$ cat config.mk
export PLATFORM = sky130hd
export DESIGN_NAME = cpu_memory_top
export DESIGN_NICKNAME = d
export VERILOG_FILES = /design/src/logic/clock_pkg.sv /design/src/logic/memory_pkg.sv /design/src/logic/astable_pulse.sv /design/src/logic/step_clock_ctrl.sv /design/src/logic/byte_memory.sv /design/src/logic/cpu_memory_top.sv
export SDC_FILE = /design/constraint.sdc
export NUM_CORES = 1
export LEC_CHECK = 0
export ABC_CLOCK_PERIOD_IN_PS = 2070
export BUFFER_PORTS_ARGS = -buffer_cell sky130_fd_sc_hd__buf_2
export CAP_MARGIN = 40
export CORE_UTILIZATION = 50
export CTS_CLUSTER_SIZE = 14
export DETAILED_ROUTE_END_ITERATION = 7
export PLACE_DENSITY_LB_ADDON = 0.15
export SKIP_CTS_REPAIR_TIMING = 1
export SYNTH_ARGS = -nofsm -noshare
export SYNTH_HDL_FRONTEND = slang
export SYNTH_SLANG_ARGS = --single-unit
$ cat constraint.sdc
create_clock -name main_clock -period 2.07 [get_ports main_clock]
set_input_delay 0.207 -clock main_clock [delete_from_list [all_inputs] [get_ports main_clock]]
set_output_delay 0.207 -clock main_clock [all_outputs]
set_load 0.05 [all_outputs]
$ cat src/logic/clock_pkg.sv
// clock circuit definitions shared by the divider, the step selector and the top level
package clock_pkg;

    // main_clock cycles per half period of the slow square wave
    // 100 MHz board clock / 50e6 gives a 1 Hz wave
    localparam int default_div_value = 50_000_000;

    // front panel switches and button that steer the step clock
    typedef struct packed {
        logic select_astable; // 1 = free running astable, 0 = manual button
        logic manual_pulse;   // raw button level, not synchronized yet
        logic hlt;            // 1 = halt, no steps from either source
    } clock_ctrl_t;

endpackage : clock_pkg

$ cat src/logic/memory_pkg.sv
// memory side definitions: data byte, address and the command bundle
package memory_pkg;

    // size of the memory
    localparam int default_addr_width = 4;                       // 4 address switches
    localparam int mem_depth          = 1 << default_addr_width; // 16 bytes

    typedef logic [7:0] byte_t;                     // one data byte
    typedef logic [default_addr_width-1:0] addr_t;  // plain binary index

    // one memory command, held by the switches until the step arrives
    // layout msb first: load, read, addr[3:0], data[7:0] = 14 bits
    typedef struct packed {
        logic  load_enable; // write data into mem[addr] and data_reg
        logic  read_enable; // copy mem[addr] onto the bus register
        addr_t addr;        // byte to act on
        byte_t data;        // write data
    } mem_cmd_t;

endpackage : memory_pkg

$ cat src/logic/astable_pulse.sv
`timescale 1ns/100ps

// slow square wave from main_clock plus a one cycle tick per rising edge
// one_hz toggles every DIV_VALUE cycles, so rising edges are 2*DIV_VALUE apart
module astable_pulse import clock_pkg::*; #(
    parameter int DIV_VALUE = default_div_value // cycles per half period
) (
    input  logic main_clock,
    input  logic rst_n,
    output logic one_hz,       // slow square wave, also drives the board led
    output logic astable_tick  // one cycle pulse, cycle after one_hz rises
);

    // counter just wide enough for 0 .. DIV_VALUE-1
    localparam int CNT_W = (DIV_VALUE > 1) ? $clog2(DIV_VALUE) : 1;

    logic [CNT_W-1:0] div_count;
    logic             wrap;      // last cycle of a half period
    logic             one_hz_q;  // one_hz one cycle late, for the edge detect

    assign wrap = (div_count == CNT_W'(DIV_VALUE - 1));

    always_ff @(posedge main_clock or negedge rst_n) begin
        if (!rst_n) begin
            div_count <= '0;
            one_hz    <= 1'b0;
        end else if (wrap) begin
            div_count <= '0;
            one_hz    <= ~one_hz; // half period done
        end else begin
            div_count <= div_count + 1'b1;
        end
    end

    // register the rising edge of one_hz into a single tick
    always_ff @(posedge main_clock or negedge rst_n) begin
        if (!rst_n) begin
            one_hz_q     <= 1'b0;
            astable_tick <= 1'b0;
        end else begin
            one_hz_q     <= one_hz;
            astable_tick <= one_hz & ~one_hz_q; // high only on the 0->1 step
        end
    end

    // the tick must stay a single cycle pulse, the memory steps once per tick
    a_tick_one_cycle: assert property (
        @(posedge main_clock) disable iff (!rst_n)
        astable_tick |=> !astable_tick
    ) else $error("astable_tick high for more than one cycle");

endmodule : astable_pulse

$ cat src/logic/step_clock_ctrl.sv
`timescale 1ns/100ps

// step clock selector
// the manual button goes through a 2 flop synchronizer and an edge detect for one pulse per press
// the astable source is the tick from the divider
// the chosen source is gated by hlt and registered into cpu_step
module step_clock_ctrl import clock_pkg::*; (
    input  logic        main_clock,
    input  logic        rst_n,
    input  clock_ctrl_t clock_ctrl,   // select, button, halt
    input  logic        astable_tick, // one cycle pulse from astable_pulse
    output logic        cpu_step      // one cycle step enable for the memory
);

    logic btn_meta;    // first synchronizer stage that may go metastable
    logic btn_sync;    // second stage that is safe to use
    logic btn_q;       // btn_sync delayed for the edge detect
    logic manual_edge; // rising edge of the synchronized button
    logic step_src;    // selected step source before halt

    // button comes straight from the board pin without debounce
    always_ff @(posedge main_clock or negedge rst_n) begin
        if (!rst_n) begin
            btn_meta <= 1'b0;
            btn_sync <= 1'b0;
            btn_q    <= 1'b0;
        end else begin
            btn_meta <= clock_ctrl.manual_pulse;
            btn_sync <= btn_meta;
            btn_q    <= btn_sync;
        end
    end

    // press sampled at edge N shows here after edge N+1
    assign manual_edge = btn_sync & ~btn_q;

    // the other source is simply ignored
    always_comb begin
        if (clock_ctrl.select_astable) begin
            step_src = astable_tick;
        end else begin
            step_src = manual_edge;
        end
    end

    // registered step puts cpu_step high in the cycle after edge N+2
    // in astable mode it trails astable_tick by one cycle
    always_ff @(posedge main_clock or negedge rst_n) begin
        if (!rst_n) begin
            cpu_step <= 1'b0;
        end else begin
            cpu_step <= step_src & ~clock_ctrl.hlt; // halt blocks both sources
        end
    end

    // halt seen at one edge means no step in the following cycle
    a_halt_blocks_step: assert property (
        @(posedge main_clock) disable iff (!rst_n)
        clock_ctrl.hlt |=> !cpu_step
    ) else $error("cpu_step high after hlt was sampled high");

endmodule : step_clock_ctrl

$ cat src/logic/byte_memory.sv
`timescale 1ns/100ps

// sixteen byte memory with a data register and a bus register
// everything happens on main_clock edges where cpu_step is high
//   load_enable writes data to mem[addr] and data_reg
//   read_enable copies mem[addr] to bus_out and sees the old byte when load is set too
// cpu_step low means nothing moves
module byte_memory import memory_pkg::*; (
    input  logic     main_clock,
    input  logic     rst_n,
    input  logic     cpu_step, // one cycle step from the clock circuit
    input  mem_cmd_t mem_cmd,  // held stable by the switches while a step is pending
    output byte_t    data_reg, // last byte written
    output byte_t    bus_out   // last byte read
);

    byte_t mem [mem_depth]; // the sixteen bytes indexed by binary address

    logic do_load; // write on this edge
    logic do_read; // read on this edge

    assign do_load = cpu_step & mem_cmd.load_enable;
    assign do_read = cpu_step & mem_cmd.read_enable;

    // storage array cleared to zero on reset
    always_ff @(posedge main_clock or negedge rst_n) begin
        if (!rst_n) begin
            for (int i = 0; i < mem_depth; i++) begin
                mem[i] <= '0;
            end
        end else if (do_load) begin
            mem[mem_cmd.addr] <= mem_cmd.data; // only the addressed byte changes
        end
    end

    // data register follows every write
    always_ff @(posedge main_clock or negedge rst_n) begin
        if (!rst_n) begin
            data_reg <= '0;
        end else if (do_load) begin
            data_reg <= mem_cmd.data;
        end
    end

    // bus register
    // the non-blocking read of mem misses a load on the same edge
    always_ff @(posedge main_clock or negedge rst_n) begin
        if (!rst_n) begin
            bus_out <= '0;
        end else if (do_read) begin
            bus_out <= mem[mem_cmd.addr]; // byte as it was before this edge
        end
    end

    // without a step both output registers hold their value
    a_hold_without_step: assert property (
        @(posedge main_clock) disable iff (!rst_n)
        !cpu_step |=> ($stable(bus_out) && $stable(data_reg))
    ) else $error("memory outputs changed without cpu_step");

endmodule : byte_memory

$ cat src/logic/cpu_memory_top.sv
`timescale 1ns/100ps

// memory side of the 8 bit computer with its step clock
// astable_pulse -> step_clock_ctrl -> byte_memory, all on main_clock
module cpu_memory_top import clock_pkg::*; import memory_pkg::*; #(
    parameter int DIV_VALUE = default_div_value // half period of one_hz in cycles
) (
    input  logic        main_clock,
    input  logic        rst_n,
    input  clock_ctrl_t clock_ctrl, // select switch, step button, halt switch
    input  mem_cmd_t    mem_cmd,    // load, read, address and data switches
    output logic        one_hz,     // slow wave for the board led
    output logic        cpu_step,   // step pulse, also to the led / rest of the cpu
    output byte_t       data_reg,
    output byte_t       bus_out
);

    logic astable_tick; // divider tick into the selector

    // slow clock source
    astable_pulse #(
        .DIV_VALUE    (DIV_VALUE)
    ) astable_pulse_i (
        .main_clock   (main_clock),
        .rst_n        (rst_n),
        .one_hz       (one_hz),
        .astable_tick (astable_tick)
    );

    // picks manual or astable, applies halt
    step_clock_ctrl step_clock_ctrl_i (
        .main_clock   (main_clock),
        .rst_n        (rst_n),
        .clock_ctrl   (clock_ctrl),
        .astable_tick (astable_tick),
        .cpu_step     (cpu_step)
    );

    // sixteen bytes, stepped by cpu_step
    byte_memory byte_memory_i (
        .main_clock (main_clock),
        .rst_n      (rst_n),
        .cpu_step   (cpu_step),
        .mem_cmd    (mem_cmd),
        .data_reg   (data_reg),
        .bus_out    (bus_out)
    );

endmodule : cpu_memory_top

After elaboration in Yosys (flattened, before gate mapping)
Index checks and enable logic that the tools add are counted.
Operators by class
  $add $sub $neg: 1
  magnitude comparators: 2
  eq/ne operators: 1
  multiplexer cells: 8
  bitwise logic cells: 10
  reductions and logical operators: 1
Operator list (count)
  bitwise mux 128 bit: 1
  binary-select mux 8 bit (select 4 bit): 1
  demux 8 bit (select 4 bit): 1
  adder 26 x 1 -> 26 bit, second input constant: 1
  equality test 26 bit, second input constant: 1
  two-way mux 26 bit: 1
  two-way mux 8 bit: 3
  bitwise AND 1 bit: 5
  greater-or-equal comparator 5 bit, second input constant: 1
  less-than comparator 5 x 1 -> 1 bit, second input constant: 1
  NOT 4 -> 5 bit: 1
  NOT 1 bit: 4
  logical AND 1 bit: 1
  two-way mux 1 bit: 1
Word-level totals
  bits in registers: 177
  bits of input ports: 19
  output and inout port bits: 18
  word-level logic and storage cells: 49

Logic depth before layout (Yosys ltp)
Gate-level depths: netlist (run 1).
  depth after elaboration: 6
  mapped depth: 7
  gate-level depth less buffers: 5

By module
From an unflattened synthesis (run 1), not the netlist that was laid out.
Unflattened totals
  cells, all modules: 598
  area total of the unflattened synthesis: 8066.5 um2
By module, submodules not included
  byte_memory: times used 1, cells an instance 462, area an instance 6538.8 um2, sequential area each 3603.5 um2
  astable_pulse: times used 1, cells an instance 129, area an instance 1410.1 um2, sequential area each 725.7 um2
  step_clock_ctrl: times used 1, cells an instance 7, area an instance 117.6 um2, sequential area each 100.1 um2

Worst setup path before layout (run 1)
Ideal clock, no wire load.
  kind: register to register
  from: register step_clock_ctrl_i.cpu_step
  to: register byte_memory_i.mem[24] (netlist name)
  library setup time: 125 ps
  arrival: 1851 ps
  required time: 1945 ps
  path slack: 94 ps
  stages on the path, launching flop included: 5
  buffers on the path: 1
  clock period less this slack: 1976 ps
  path through: dfrtp_1 -> nand2_1 -> buf_2 -> nor4_4 -> mux2_2
On the way
  cells in the longest elaborated chain, start to end: 1
RTL lines
  start: declaration: RTL line step_clock_ctrl.sv:12  | output logic cpu_step
  start signal: assignment: RTL line step_clock_ctrl.sv:52  | cpu_step <= step_src & ~clock_ctrl.hlt;
  bitwise AND 1 bit: RTL line byte_memory.sv:22  | assign do_load = cpu_step & mem_cmd.load_enable;
  end signal: indexed assignment: RTL line byte_memory.sv:32  | mem[mem_cmd.addr] <= mem_cmd.data;
  end: declaration: RTL line byte_memory.sv:17  | byte_t mem [mem_depth];
Every way passes these cells.
A chain may end at the register's enable or synchronous reset.

Final worst setup path (run 1)
  from: register step_clock_ctrl_i.cpu_step
  to: register byte_memory_i.mem[58] (netlist name)
Same word-level chain as after synthesis.

==> results of run 1 <==
==> worst max-delay path, stage by stage (launching register included) <==
cell	delay, ns
dfrtp_1	0.44
nand2_1	0.13
or4_1	0.73
mux2_2	0.36
==> synth_stat cells (all sizes together) <==
cell    instances  area [um^2]
dfrtp         177         4430
mux2          136         1530
mux2i          32          320
nor2           31          139
nand2          24         90.1
buf            21          111
mux4           16          360
o21ai          16         80.1
clkbuf         13         48.8
nand3          11         67.6
nand4           9         56.3
a21oi           8         40.0
a221oi          8         70.1
a31oi           8         50.1
o221a           8         90.1
or3             8         50.1
xor2            8         70.1
xnor2           7         61.3
and2            6         37.5
nor3            6         46.3
and4            5         43.8
inv             3         11.3
and3            2         12.5
nand2b          2         12.5
nor2b           2         12.5
nor4            2         27.5
o31a            2         17.5
o31ai           2         15.0
or2             2         12.5
or4             2         15.0
and2b           1         7.51
ha              1         12.5
nand4b          1         8.76
nor3b           1         7.51
o21a            1         7.51
o21ba           1         10.0
==> area by class of cell <==
class                   count  area, um^2  share of cell area (%)
well taps                 211         264                    2.88
repair buffers             69         467                    5.10
inverters                   3        11.3                   0.123
multi-input cells         369        3380                    36.9
clock buffers              21         470                    5.14
clock inverters            10         134                    1.46
flip-flops and latches    177        4430                    48.4
==> kinds of logic after synthesis <==
| group | synth area share (%) |
|---|---|
| multiplexers | 27.7 |
| adder cells (fa/ha/maj) | 0.157 |
| buffers and inverters | 2.15 |
| AND/OR/NAND/NOR | 8.10 |
| XOR/XNOR | 1.65 |
| flip-flops | 55.5 |
| AO/OA/AOI/OAI | 4.76 |
==> through the flow <==
step	cell area [um^2]	hold slack (ns)	setup slack, ns	std cells	total power [mW]
5_1_grt	9160	0.0711	0.195	860	8.19
3_5_place_dp	8520	0.232	0.176	826	4.70
2_1_floorplan	7980	-0.0886	0.0943	583	4.38
4_1_cts	9130	-0.225	0.284	857	7.97
3_3_place_gp	8520	0.224	0.197	826	4.67
6_report	9160	0.0451	0.285	860	7.89
==> metal layers <==
metal / wire length (um) / up-vias / share of wire (%)
met2: 8680 / 78 / 50
met4: 312 / 0 / 1.8
met3: 582 / 20 / 3.4
met1: 7750 / 2589 / 45
met5: 0 / - / 0
li1: - / 2251 / -
==> power breakdown <==
| part | internal, mW | switching (mW) |
|---|---|---|
| logic | 0.299 | 0.580 |
| registers | 3.65 | 0.102 |
| clock network | 1.98 | 1.28 |
| total | 5.93 | 1.96 |
==> final timing paths <==
check / to / slack [ns] / cells after the start
max: byte_memory_i.mem[58] / 0.29 / 3
min: step_clock_ctrl_i.cpu_step / 0.05 / 3
max reg2reg: byte_memory_i.mem[58] / 0.29 / 3
min reg2reg: step_clock_ctrl_i.btn_sync / 0.35 / 0
max in group asynchronous: byte_memory_i.data_reg[5] / 1.05 / 3
min in group asynchronous: byte_memory_i.mem[67] / 0.33 / 2
==> impl_metrics.json, run 1 <==
{
  "reg_top3": "byte_memory_i.mem (128), astable_pulse_i.div_count (26)",
  "cap_violations": 0,
  "root_buffer": "clkbuf_16",
  "end_kind": "flip-flop",
  "layout.nets": 657,
  "cp_max_fo": 8,
  "vias": 4938,
  "largest_register_ffs": 128,
  "required_ns": 2.38,
  "ios": 37,
  "worst_pin_slew_ns": 0.582,
  "cp-startpoint": "step_clock_ctrl_i.cpu_step",
  "finalWirelength_um": 17300,
  "setup_viol": 0,
  "grt_pass1_wl_um": 28300,
  "power.leakage_nw": 4.33,
  "syn_nets": 603,
  "fillers": 1231,
  "worst_ep_arrival_time_ns": 2.10,
  "clockBufferDepth": 2,
  "antenna_found_initial": 0,
  "drive_above_1_share_pct": 41.9,
  "cts_tree": "yes",
  "area_delta_synth_final_pct": 14.7,
  "grt_busiest_layer": "met2",
  "ys_seq_area_share_pct": 55.5,
  "dieArea_mm2": 0.0165,
  "row_count": 45,
  "syn_inst": 583,
  "vias_per_cell": 5.74,
  "grtUsageMet3_pct": 5.03,
  "yosysUniqueCellTypes": 43,
  "diodes": 0,
  "finalCriticalPeriod_ns": 1.78,
  "finClkSkew_ns": 0.00563,
  "final_common_cell": "dfrtp_1",
  "gp_congestion": 0.814,
  "fin_crit_sh_pct": 86.2,
  "met2_usage_pct": 38.8,
  "holdCritPathClass": "in2reg",
  "regMostFlops": "byte_memory_i.mem",
  "rsz0062_at_grt": "false",
  "ys_seq_elements": 177,
  "die_w_um": 128,
  "slew_headroom_pct": 61.2,
  "p_per_area_mw_per_mm2": 861,
  "cts_buffers": 17,
  "clkLatencyLatePin_ns": 0.43,
  "die_h_um": 128,
  "status": "complete, no violations",
  "syn-cell-area_mm2": 0.00798,
  "final_hold_viol_count": 0,
  "coreArea_mm2": 0.0154,
  "dp_hpwl_um": 11800,
  "grt_start_max_net_pins": 60,
  "wl_per_cell_um": 20.1,
  "final_util_pct": 59.6,
  "firstDrtPassIters": 4,
  "drc": 0,
  "cts_num_sinks": 177,
  "yosysWarnings": 0,
  "tns_ns": 0,
  "fmax_mhz": 560,
  "grt.overflow.total": 0,
  "drtAntennaViolNets": 0,
  "drtIter0Drc": 253,
  "holdCritStartpoint": "clock_ctrl[2]",
  "start_util_pct": 51.9,
  "track_usage_pct": 23.5,
  "startpoint_type": "flip-flop",
  "cts_max_level": 4,
  "layout_common_cells": "177 x dfrtp_1, 136 x mux2_2, 35 x buf_2",
  "syn_avg_cell_area_um2": 13.7,
  "slew_viol_final": 0,
  "first_global_vias": 5184,
  "ir_worst_vdd_uv": 617,
  "critPathKind": "reg2reg",
  "regToRegStartpoint": "step_clock_ctrl_i.cpu_step",
  "grt_use_met1_pct": 30.8,
  "clk_pin_slew_ns": 0.06,
  "portBuffers": 36
}
No activity file was read; power rests on OpenSTA's default activity.
==> inputs of run 2 (changes only) <==
--- a/config.mk
+++ b/config.mk
@@ -12,7 +12,9 @@
 export CTS_CLUSTER_SIZE = 14
 export DETAILED_ROUTE_END_ITERATION = 7
 export PLACE_DENSITY_LB_ADDON = 0.15
+export REMOVE_ABC_BUFFERS = 1
 export SKIP_CTS_REPAIR_TIMING = 1
+export SKIP_LAST_GASP = 1
 export SYNTH_ARGS = -nofsm -noshare
 export SYNTH_HDL_FRONTEND = slang
 export SYNTH_SLANG_ARGS = --single-unit
==> impl_metrics.json, run 2 (same netlist as run 1, synthesis figures left out) <==
{
  "gp_congestion": 0.764,
  "netSwitchingPower_mw": 2.04,
  "wl_per_cell_um": 19.7,
  "drtAntennaViolNets": 0,
  "final_hold_viol_count": 0,
  "swShare_pct": 26.0,
  "ios": 37,
  "coreArea_mm2": 0.0154,
  "cts_buffers": 17,
  "finalCriticalPeriod_ns": 1.78,
  "place_inst": 821,
  "row_count": 45,
  "fillers": 1239,
  "worst_ep_arrival_time_ns": 2.11,
  "end_kind": "flip-flop",
  "area_delta_synth_final_pct": 14.4,
  "cpPeakStageDelay_ns": 0.37,
  "seqCellArea_mm2": 0.00443,
  "firstDrtPassIters": 4,
  "vias_per_cell": 5.69,
  "clk_pin_slew_ns": 0.07,
  "layout_common_cells": "177 x dfrtp_1, 136 x mux2_2, 35 x buf_2",
  "rsz0062_at_grt": "false",
  "status": "complete, no violations",
  "postLayoutCellArea_mm2": 0.00913,
  "slew_headroom_pct": 63.4,
  "first_global_vias": 4999,
  "clkLatencyLatePin_ns": 0.43,
  "r2r.worst_path.cells": 6,
  "cts_tree": "yes",
  "clockBufferDepth": 2,
  "power_frac_comb_pct": 11.3,
  "power_mw": 7.84,
  "drive_above_1_share_pct": 41.7,
  "layout.nets": 652,
  "hold_ws_ns": 0.149,
  "holdCritPathClass": "in2reg",
  "start_util_pct": 51.9,
  "seq_power_share_pct": 47.7,
  "pwr-share-clk_pct": 41.1,
  "multi_input_area_mm2": 0.00338,
  "final_common_cell": "dfrtp_1",
  "cap_violations": 0,
  "final_util_pct": 59.4,
  "fmax_mhz": 561,
  "power.leakage_nw": 4.30,
  "dieArea_mm2": 0.0165,
  "p_int_mw": 5.81,
  "dp_slack_ns": 0.138,
  "drtIter0Drc": 327,
  "diodes": 0,
  "min_path_cells": 3,
  "ir_worst_vdd_uv": 560,
  "fin_crit_sh_pct": 86.1,
  "finalWirelength_um": 16900,
  "cts_max_level": 4,
  "dp_hpwl_um": 11200,
  "cts_num_sinks": 177,
  "track_usage_pct": 22.6,
  "grt_start_max_net_pins": 62,
  "grt.overflow.total": 0,
  "root_buffer": "clkbuf_16",
  "slew_viol_final": 0,
  "die_h_um": 128,
  "slowest_stage": "dfrtp_1",
  "worst_pin_slew_ns": 0.548,
  "tns_ns": 0,
  "placed_area_mm2": 0.00850,
  "p_per_area_mw_per_mm2": 859,
  "largest_register_ffs": 128,
  "setup_viol": 0,
  "cp_max_fo": 9,
  "antenna_found_initial": 0,
  "finalWorstSetupSlack_ns": 0.287,
  "finalNonFillerCells": 856,
  "grt_pass1_wl_um": 27600,
  "critPathKind": "reg2reg",
  "drc": 0,
  "regMostFlops": "byte_memory_i.mem",
  "startpoint_type": "flip-flop",
  "path_cells": "ha_1, and2_1, nand4_1, nor3_2, buf_4, o21ba_2",
  "vias": 4872,
  "portBuffers": 36,
  "finClkSkew_ns": 0.00770,
  "required_ns": 2.39,
  "die_w_um": 128,
  "reg_top3": "byte_memory_i.mem (128), astable_pulse_i.div_count (26)"
}
[run 2: cell types whose count changed in the layout (fill, tap and decap cells not counted)]
cell        before  now
buf_4           28   22
inv_6            0    4
clkinv_2         4    1
clkinv_4         1    3
buf_12           2    3
bufinv_16        3    2
clkbuf_1         1    0
clkbuf_8         3    2
clkinvlp_4       2    3
[run 2: per-layer routing]
metal	vias up	routed length [um]	global-route usage, %
li1	2235	-	-
met1	2526	8080	32.1
met2	93	7770	34.2
met3	18	721	5.32
met4	0	277	8.24
met5	-	0	0
[run 2: final timing paths]
path | start | to | slack (ns)
max reg2reg | astable_pulse_i.div_count[0] | astable_pulse_i.div_count[14] | 0.29
max | astable_pulse_i.div_count[0] | astable_pulse_i.div_count[14] | 0.29
min reg2reg | step_clock_ctrl_i.btn_meta | step_clock_ctrl_i.btn_sync | 0.36
min in group asynchronous | rst_n | byte_memory_i.mem[70] | 0.29
max in group asynchronous | rst_n | byte_memory_i.mem[3] | 1.11
min | clock_ctrl[2] | step_clock_ctrl_i.cpu_step | 0.15
[run 2: power groups by stage]
stage | combinational [mW] | sequential (mW) | clock [mW]
2_1_floorplan | 0.273 | 4.05 | 0
3_3_place_gp | 0.871 | 3.80 | 0
3_5_place_dp | 0.884 | 3.80 | 0
4_1_cts | 0.886 | 3.74 | 3.29
5_1_grt | 0.945 | 3.76 | 3.44
6_report | 0.883 | 3.74 | 3.22
[run 2: critical path: cells and delay by family (launching register included)]
kind,cells,cell delay [ns]
adder cells (fa/ha/maj),1,0.35
AND/OR/NAND/NOR,3,0.59
AO/OA/AOI/OAI,1,0.17
flip-flops,1,0.37
buffers and inverters,1,0.20
[run 2: final cells by class]
class                           instances  share of cell area (%)
Sequential cell                       177                    48.5
Tap cell                              211                    2.89
Multi-Input combinational cell        369                    37.1
Clock inverter                         13                    1.63
Inverter                                3                   0.123
Clock buffer                           19                    4.96
Timing Repair Buffer                   64                    4.84
==> inputs of run 3 (changes only) <==
--- a/config.mk
+++ b/config.mk
@@ -8,11 +8,14 @@
 export ABC_CLOCK_PERIOD_IN_PS = 2070
 export BUFFER_PORTS_ARGS = -buffer_cell sky130_fd_sc_hd__buf_2
 export CAP_MARGIN = 40
+export CELL_PAD_IN_SITES_DETAIL_PLACEMENT = 0
+export CELL_PAD_IN_SITES_GLOBAL_PLACEMENT = 1
 export CORE_UTILIZATION = 50
 export CTS_CLUSTER_SIZE = 14
 export DETAILED_ROUTE_END_ITERATION = 7
 export PLACE_DENSITY_LB_ADDON = 0.15
 export REMOVE_ABC_BUFFERS = 1
+export SETUP_SLACK_MARGIN = 0.3
 export SKIP_CTS_REPAIR_TIMING = 1
 export SKIP_LAST_GASP = 1
 export SYNTH_ARGS = -nofsm -noshare
==> impl_metrics.json, run 3 (same netlist as run 1, synthesis figures left out) <==
{
  "grt_pass1_wl_um": 28000,
  "firstDrtPassIters": 4,
  "slew_headroom_pct": 61.7,
  "cpPeakStageDelay_ns": 0.72,
  "p_per_area_mw_per_mm2": 842,
  "critPathKind": "reg2reg",
  "layout.nets": 656,
  "worst_pin_slew_ns": 0.574,
  "dp_hpwl_um": 11500,
  "seq_power_share_pct": 48.6,
  "slowest_stage": "or4_1",
  "path_delay_family": "simple AND/OR/NAND/NOR gates",
  "track_usage_pct": 22.9,
  "fmax_mhz": 578,
  "cp_max_fo": 8,
  "fillers": 1212,
  "dieArea_mm2": 0.0165,
  "antenna_found_initial": 0,
  "ir_worst_vdd_uv": 729,
  "diodes": 0,
  "grt.overflow.total": 0,
  "holdCritPathClass": "in2reg",
  "r2r.worst_path.cells": 3,
  "clk_pin_slew_ns": 0.06,
  "netSwitchingPower_mw": 2.07,
  "wl_per_cell_um": 19.7,
  "gp_congestion": 0.774,
  "fin_crit_sh_pct": 83.6,
  "dp_slack_ns": 0.181,
  "finalWorstSetupSlack_ns": 0.339,
  "end_kind": "flip-flop",
  "setup_viol": 0,
  "power.leakage_nw": 4.32,
  "area_delta_synth_final_pct": 14.4,
  "final_util_pct": 59.4,
  "regMostFlops": "byte_memory_i.mem",
  "path_cells": "nand2_1, or4_1, mux2_2",
  "largest_register_ffs": 128,
  "vias": 4897,
  "cts_max_level": 4,
  "drtAntennaViolNets": 0,
  "die_h_um": 128,
  "finalWirelength_um": 16900,
  "power_mw": 7.69,
  "worst_hold_path.endpoint": "step_clock_ctrl_i.cpu_step",
  "final_hold_viol_count": 0,
  "reg_top3": "byte_memory_i.mem (128), astable_pulse_i.div_count (26)",
  "row_count": 45,
  "power_frac_comb_pct": 11.5,
  "rsz0062_at_grt": "true",
  "finalCriticalPeriod_ns": 1.73,
  "grt_start_max_net_pins": 63,
  "cts_buffers": 17,
  "worst_ep_arrival_time_ns": 2.04,
  "slew_viol_final": 0,
  "swShare_pct": 27.0,
  "root_buffer": "clkbuf_16",
  "clockBufferDepth": 2,
  "layout_common_cells": "177 x dfrtp_1, 136 x mux2_2, 35 x buf_2",
  "rr_endpoint": "byte_memory_i.mem[57]",
  "drc": 0,
  "clkLatencyLatePin_ns": 0.43,
  "vias_per_cell": 5.69,
  "p_int_mw": 5.62,
  "min_path_cells": 4,
  "cts_num_sinks": 177,
  "status": "complete, no violations",
  "ios": 37,
  "hold_ws_ns": 0.139,
  "portBuffers": 36,
  "holdCritStartpoint": "clock_ctrl[2]",
  "startpoint_type": "flip-flop",
  "required_ns": 2.38,
  "coreArea_mm2": 0.0154,
  "path_buf_inv": 0,
  "first_global_vias": 5077,
  "drtIter0Drc": 272,
  "finClkSkew_ns": 0.00850,
  "final_common_cell": "dfrtp_1",
  "cts_tree": "yes",
  "start_util_pct": 51.9,
  "pwr-share-clk_pct": 39.9,
  "reg2reg_slack_ns": 0.34,
  "die_w_um": 128,
  "regToRegStartpoint": "step_clock_ctrl_i.cpu_step",
  "drive_above_1_share_pct": 42.4,
  "cap_violations": 0
}
run 3: cell count changes in the layout (fill, tap and decap cells not counted), sizes merged:
cell and change:
inv +1, clkbuf -1, clkinvlp +1, bufinv -1, buf +4
run 3: per-stage QoR:
step / cell area (um^2) / TNS (ns) / cells
2_1_floorplan: 7820 / -2.92 / 549
3_3_place_gp: 8510 / 0 / 823
3_5_place_dp: 8510 / 0 / 823
4_1_cts: 9070 / 0 / 855
5_1_grt: 9130 / 0 / 860
6_report: 9130 / 0 / 860
run 3: layer usage:
metal / track usage (%) / up-vias / wire length, um
met3: 4.41 / 25 / 512
met2: 34.6 / 75 / 7950
met5: 0 / - / 0
met1: 32.4 / 2560 / 8080
met4: 9.62 / 0 / 403
li1: - / 2237 / -
run 3: worst min-delay path, cell delays in order:
cell and delay, ns:
buf_2 0.09, nor3b_1 0.04, a21oi_1 0.10, nor2_1 0.08
run 3: final cells by class:
| class | count | area [um^2] | area share [%] |
|---|---|---|---|
| Sequential cell | 177 | 4430 | 48.5 |
| Tap cell | 211 | 264 | 2.89 |
| Clock inverter | 14 | 131 | 1.44 |
| Clock buffer | 18 | 429 | 4.70 |
| Multi-Input combinational cell | 369 | 3400 | 37.2 |
| Timing Repair Buffer | 68 | 472 | 5.17 |
| Inverter | 3 | 11.3 | 0.123 |
run 3: worst max-delay path by stage:
stage          slack (ns)                  endpoint  cells past startpoint                          from
3_5_place_dp         0.18  byte_memory_i.bus_out[4]                      6                    mem_cmd[8]
4_1_cts              0.22    astable_pulse_i.one_hz                      5  astable_pulse_i.div_count[2]
2_1_floorplan       -0.17     byte_memory_i.mem[56]                      3    step_clock_ctrl_i.cpu_step
5_1_grt              0.27     byte_memory_i.mem[58]                      3    step_clock_ctrl_i.cpu_step
3_3_place_gp         0.17  byte_memory_i.bus_out[4]                      6                    mem_cmd[8]
6_report             0.34     byte_memory_i.mem[57]                      3    step_clock_ctrl_i.cpu_step
run 3: power groups by stage:
stage          clock network, mW  logic, mW  registers, mW
6_report                    3.07      0.882           3.74
5_1_grt                     3.29      0.944           3.76
4_1_cts                     3.13      0.891           3.74
3_5_place_dp                   0      0.887           3.81
3_3_place_gp                   0      0.877           3.80
2_1_floorplan                  0      0.273           4.05
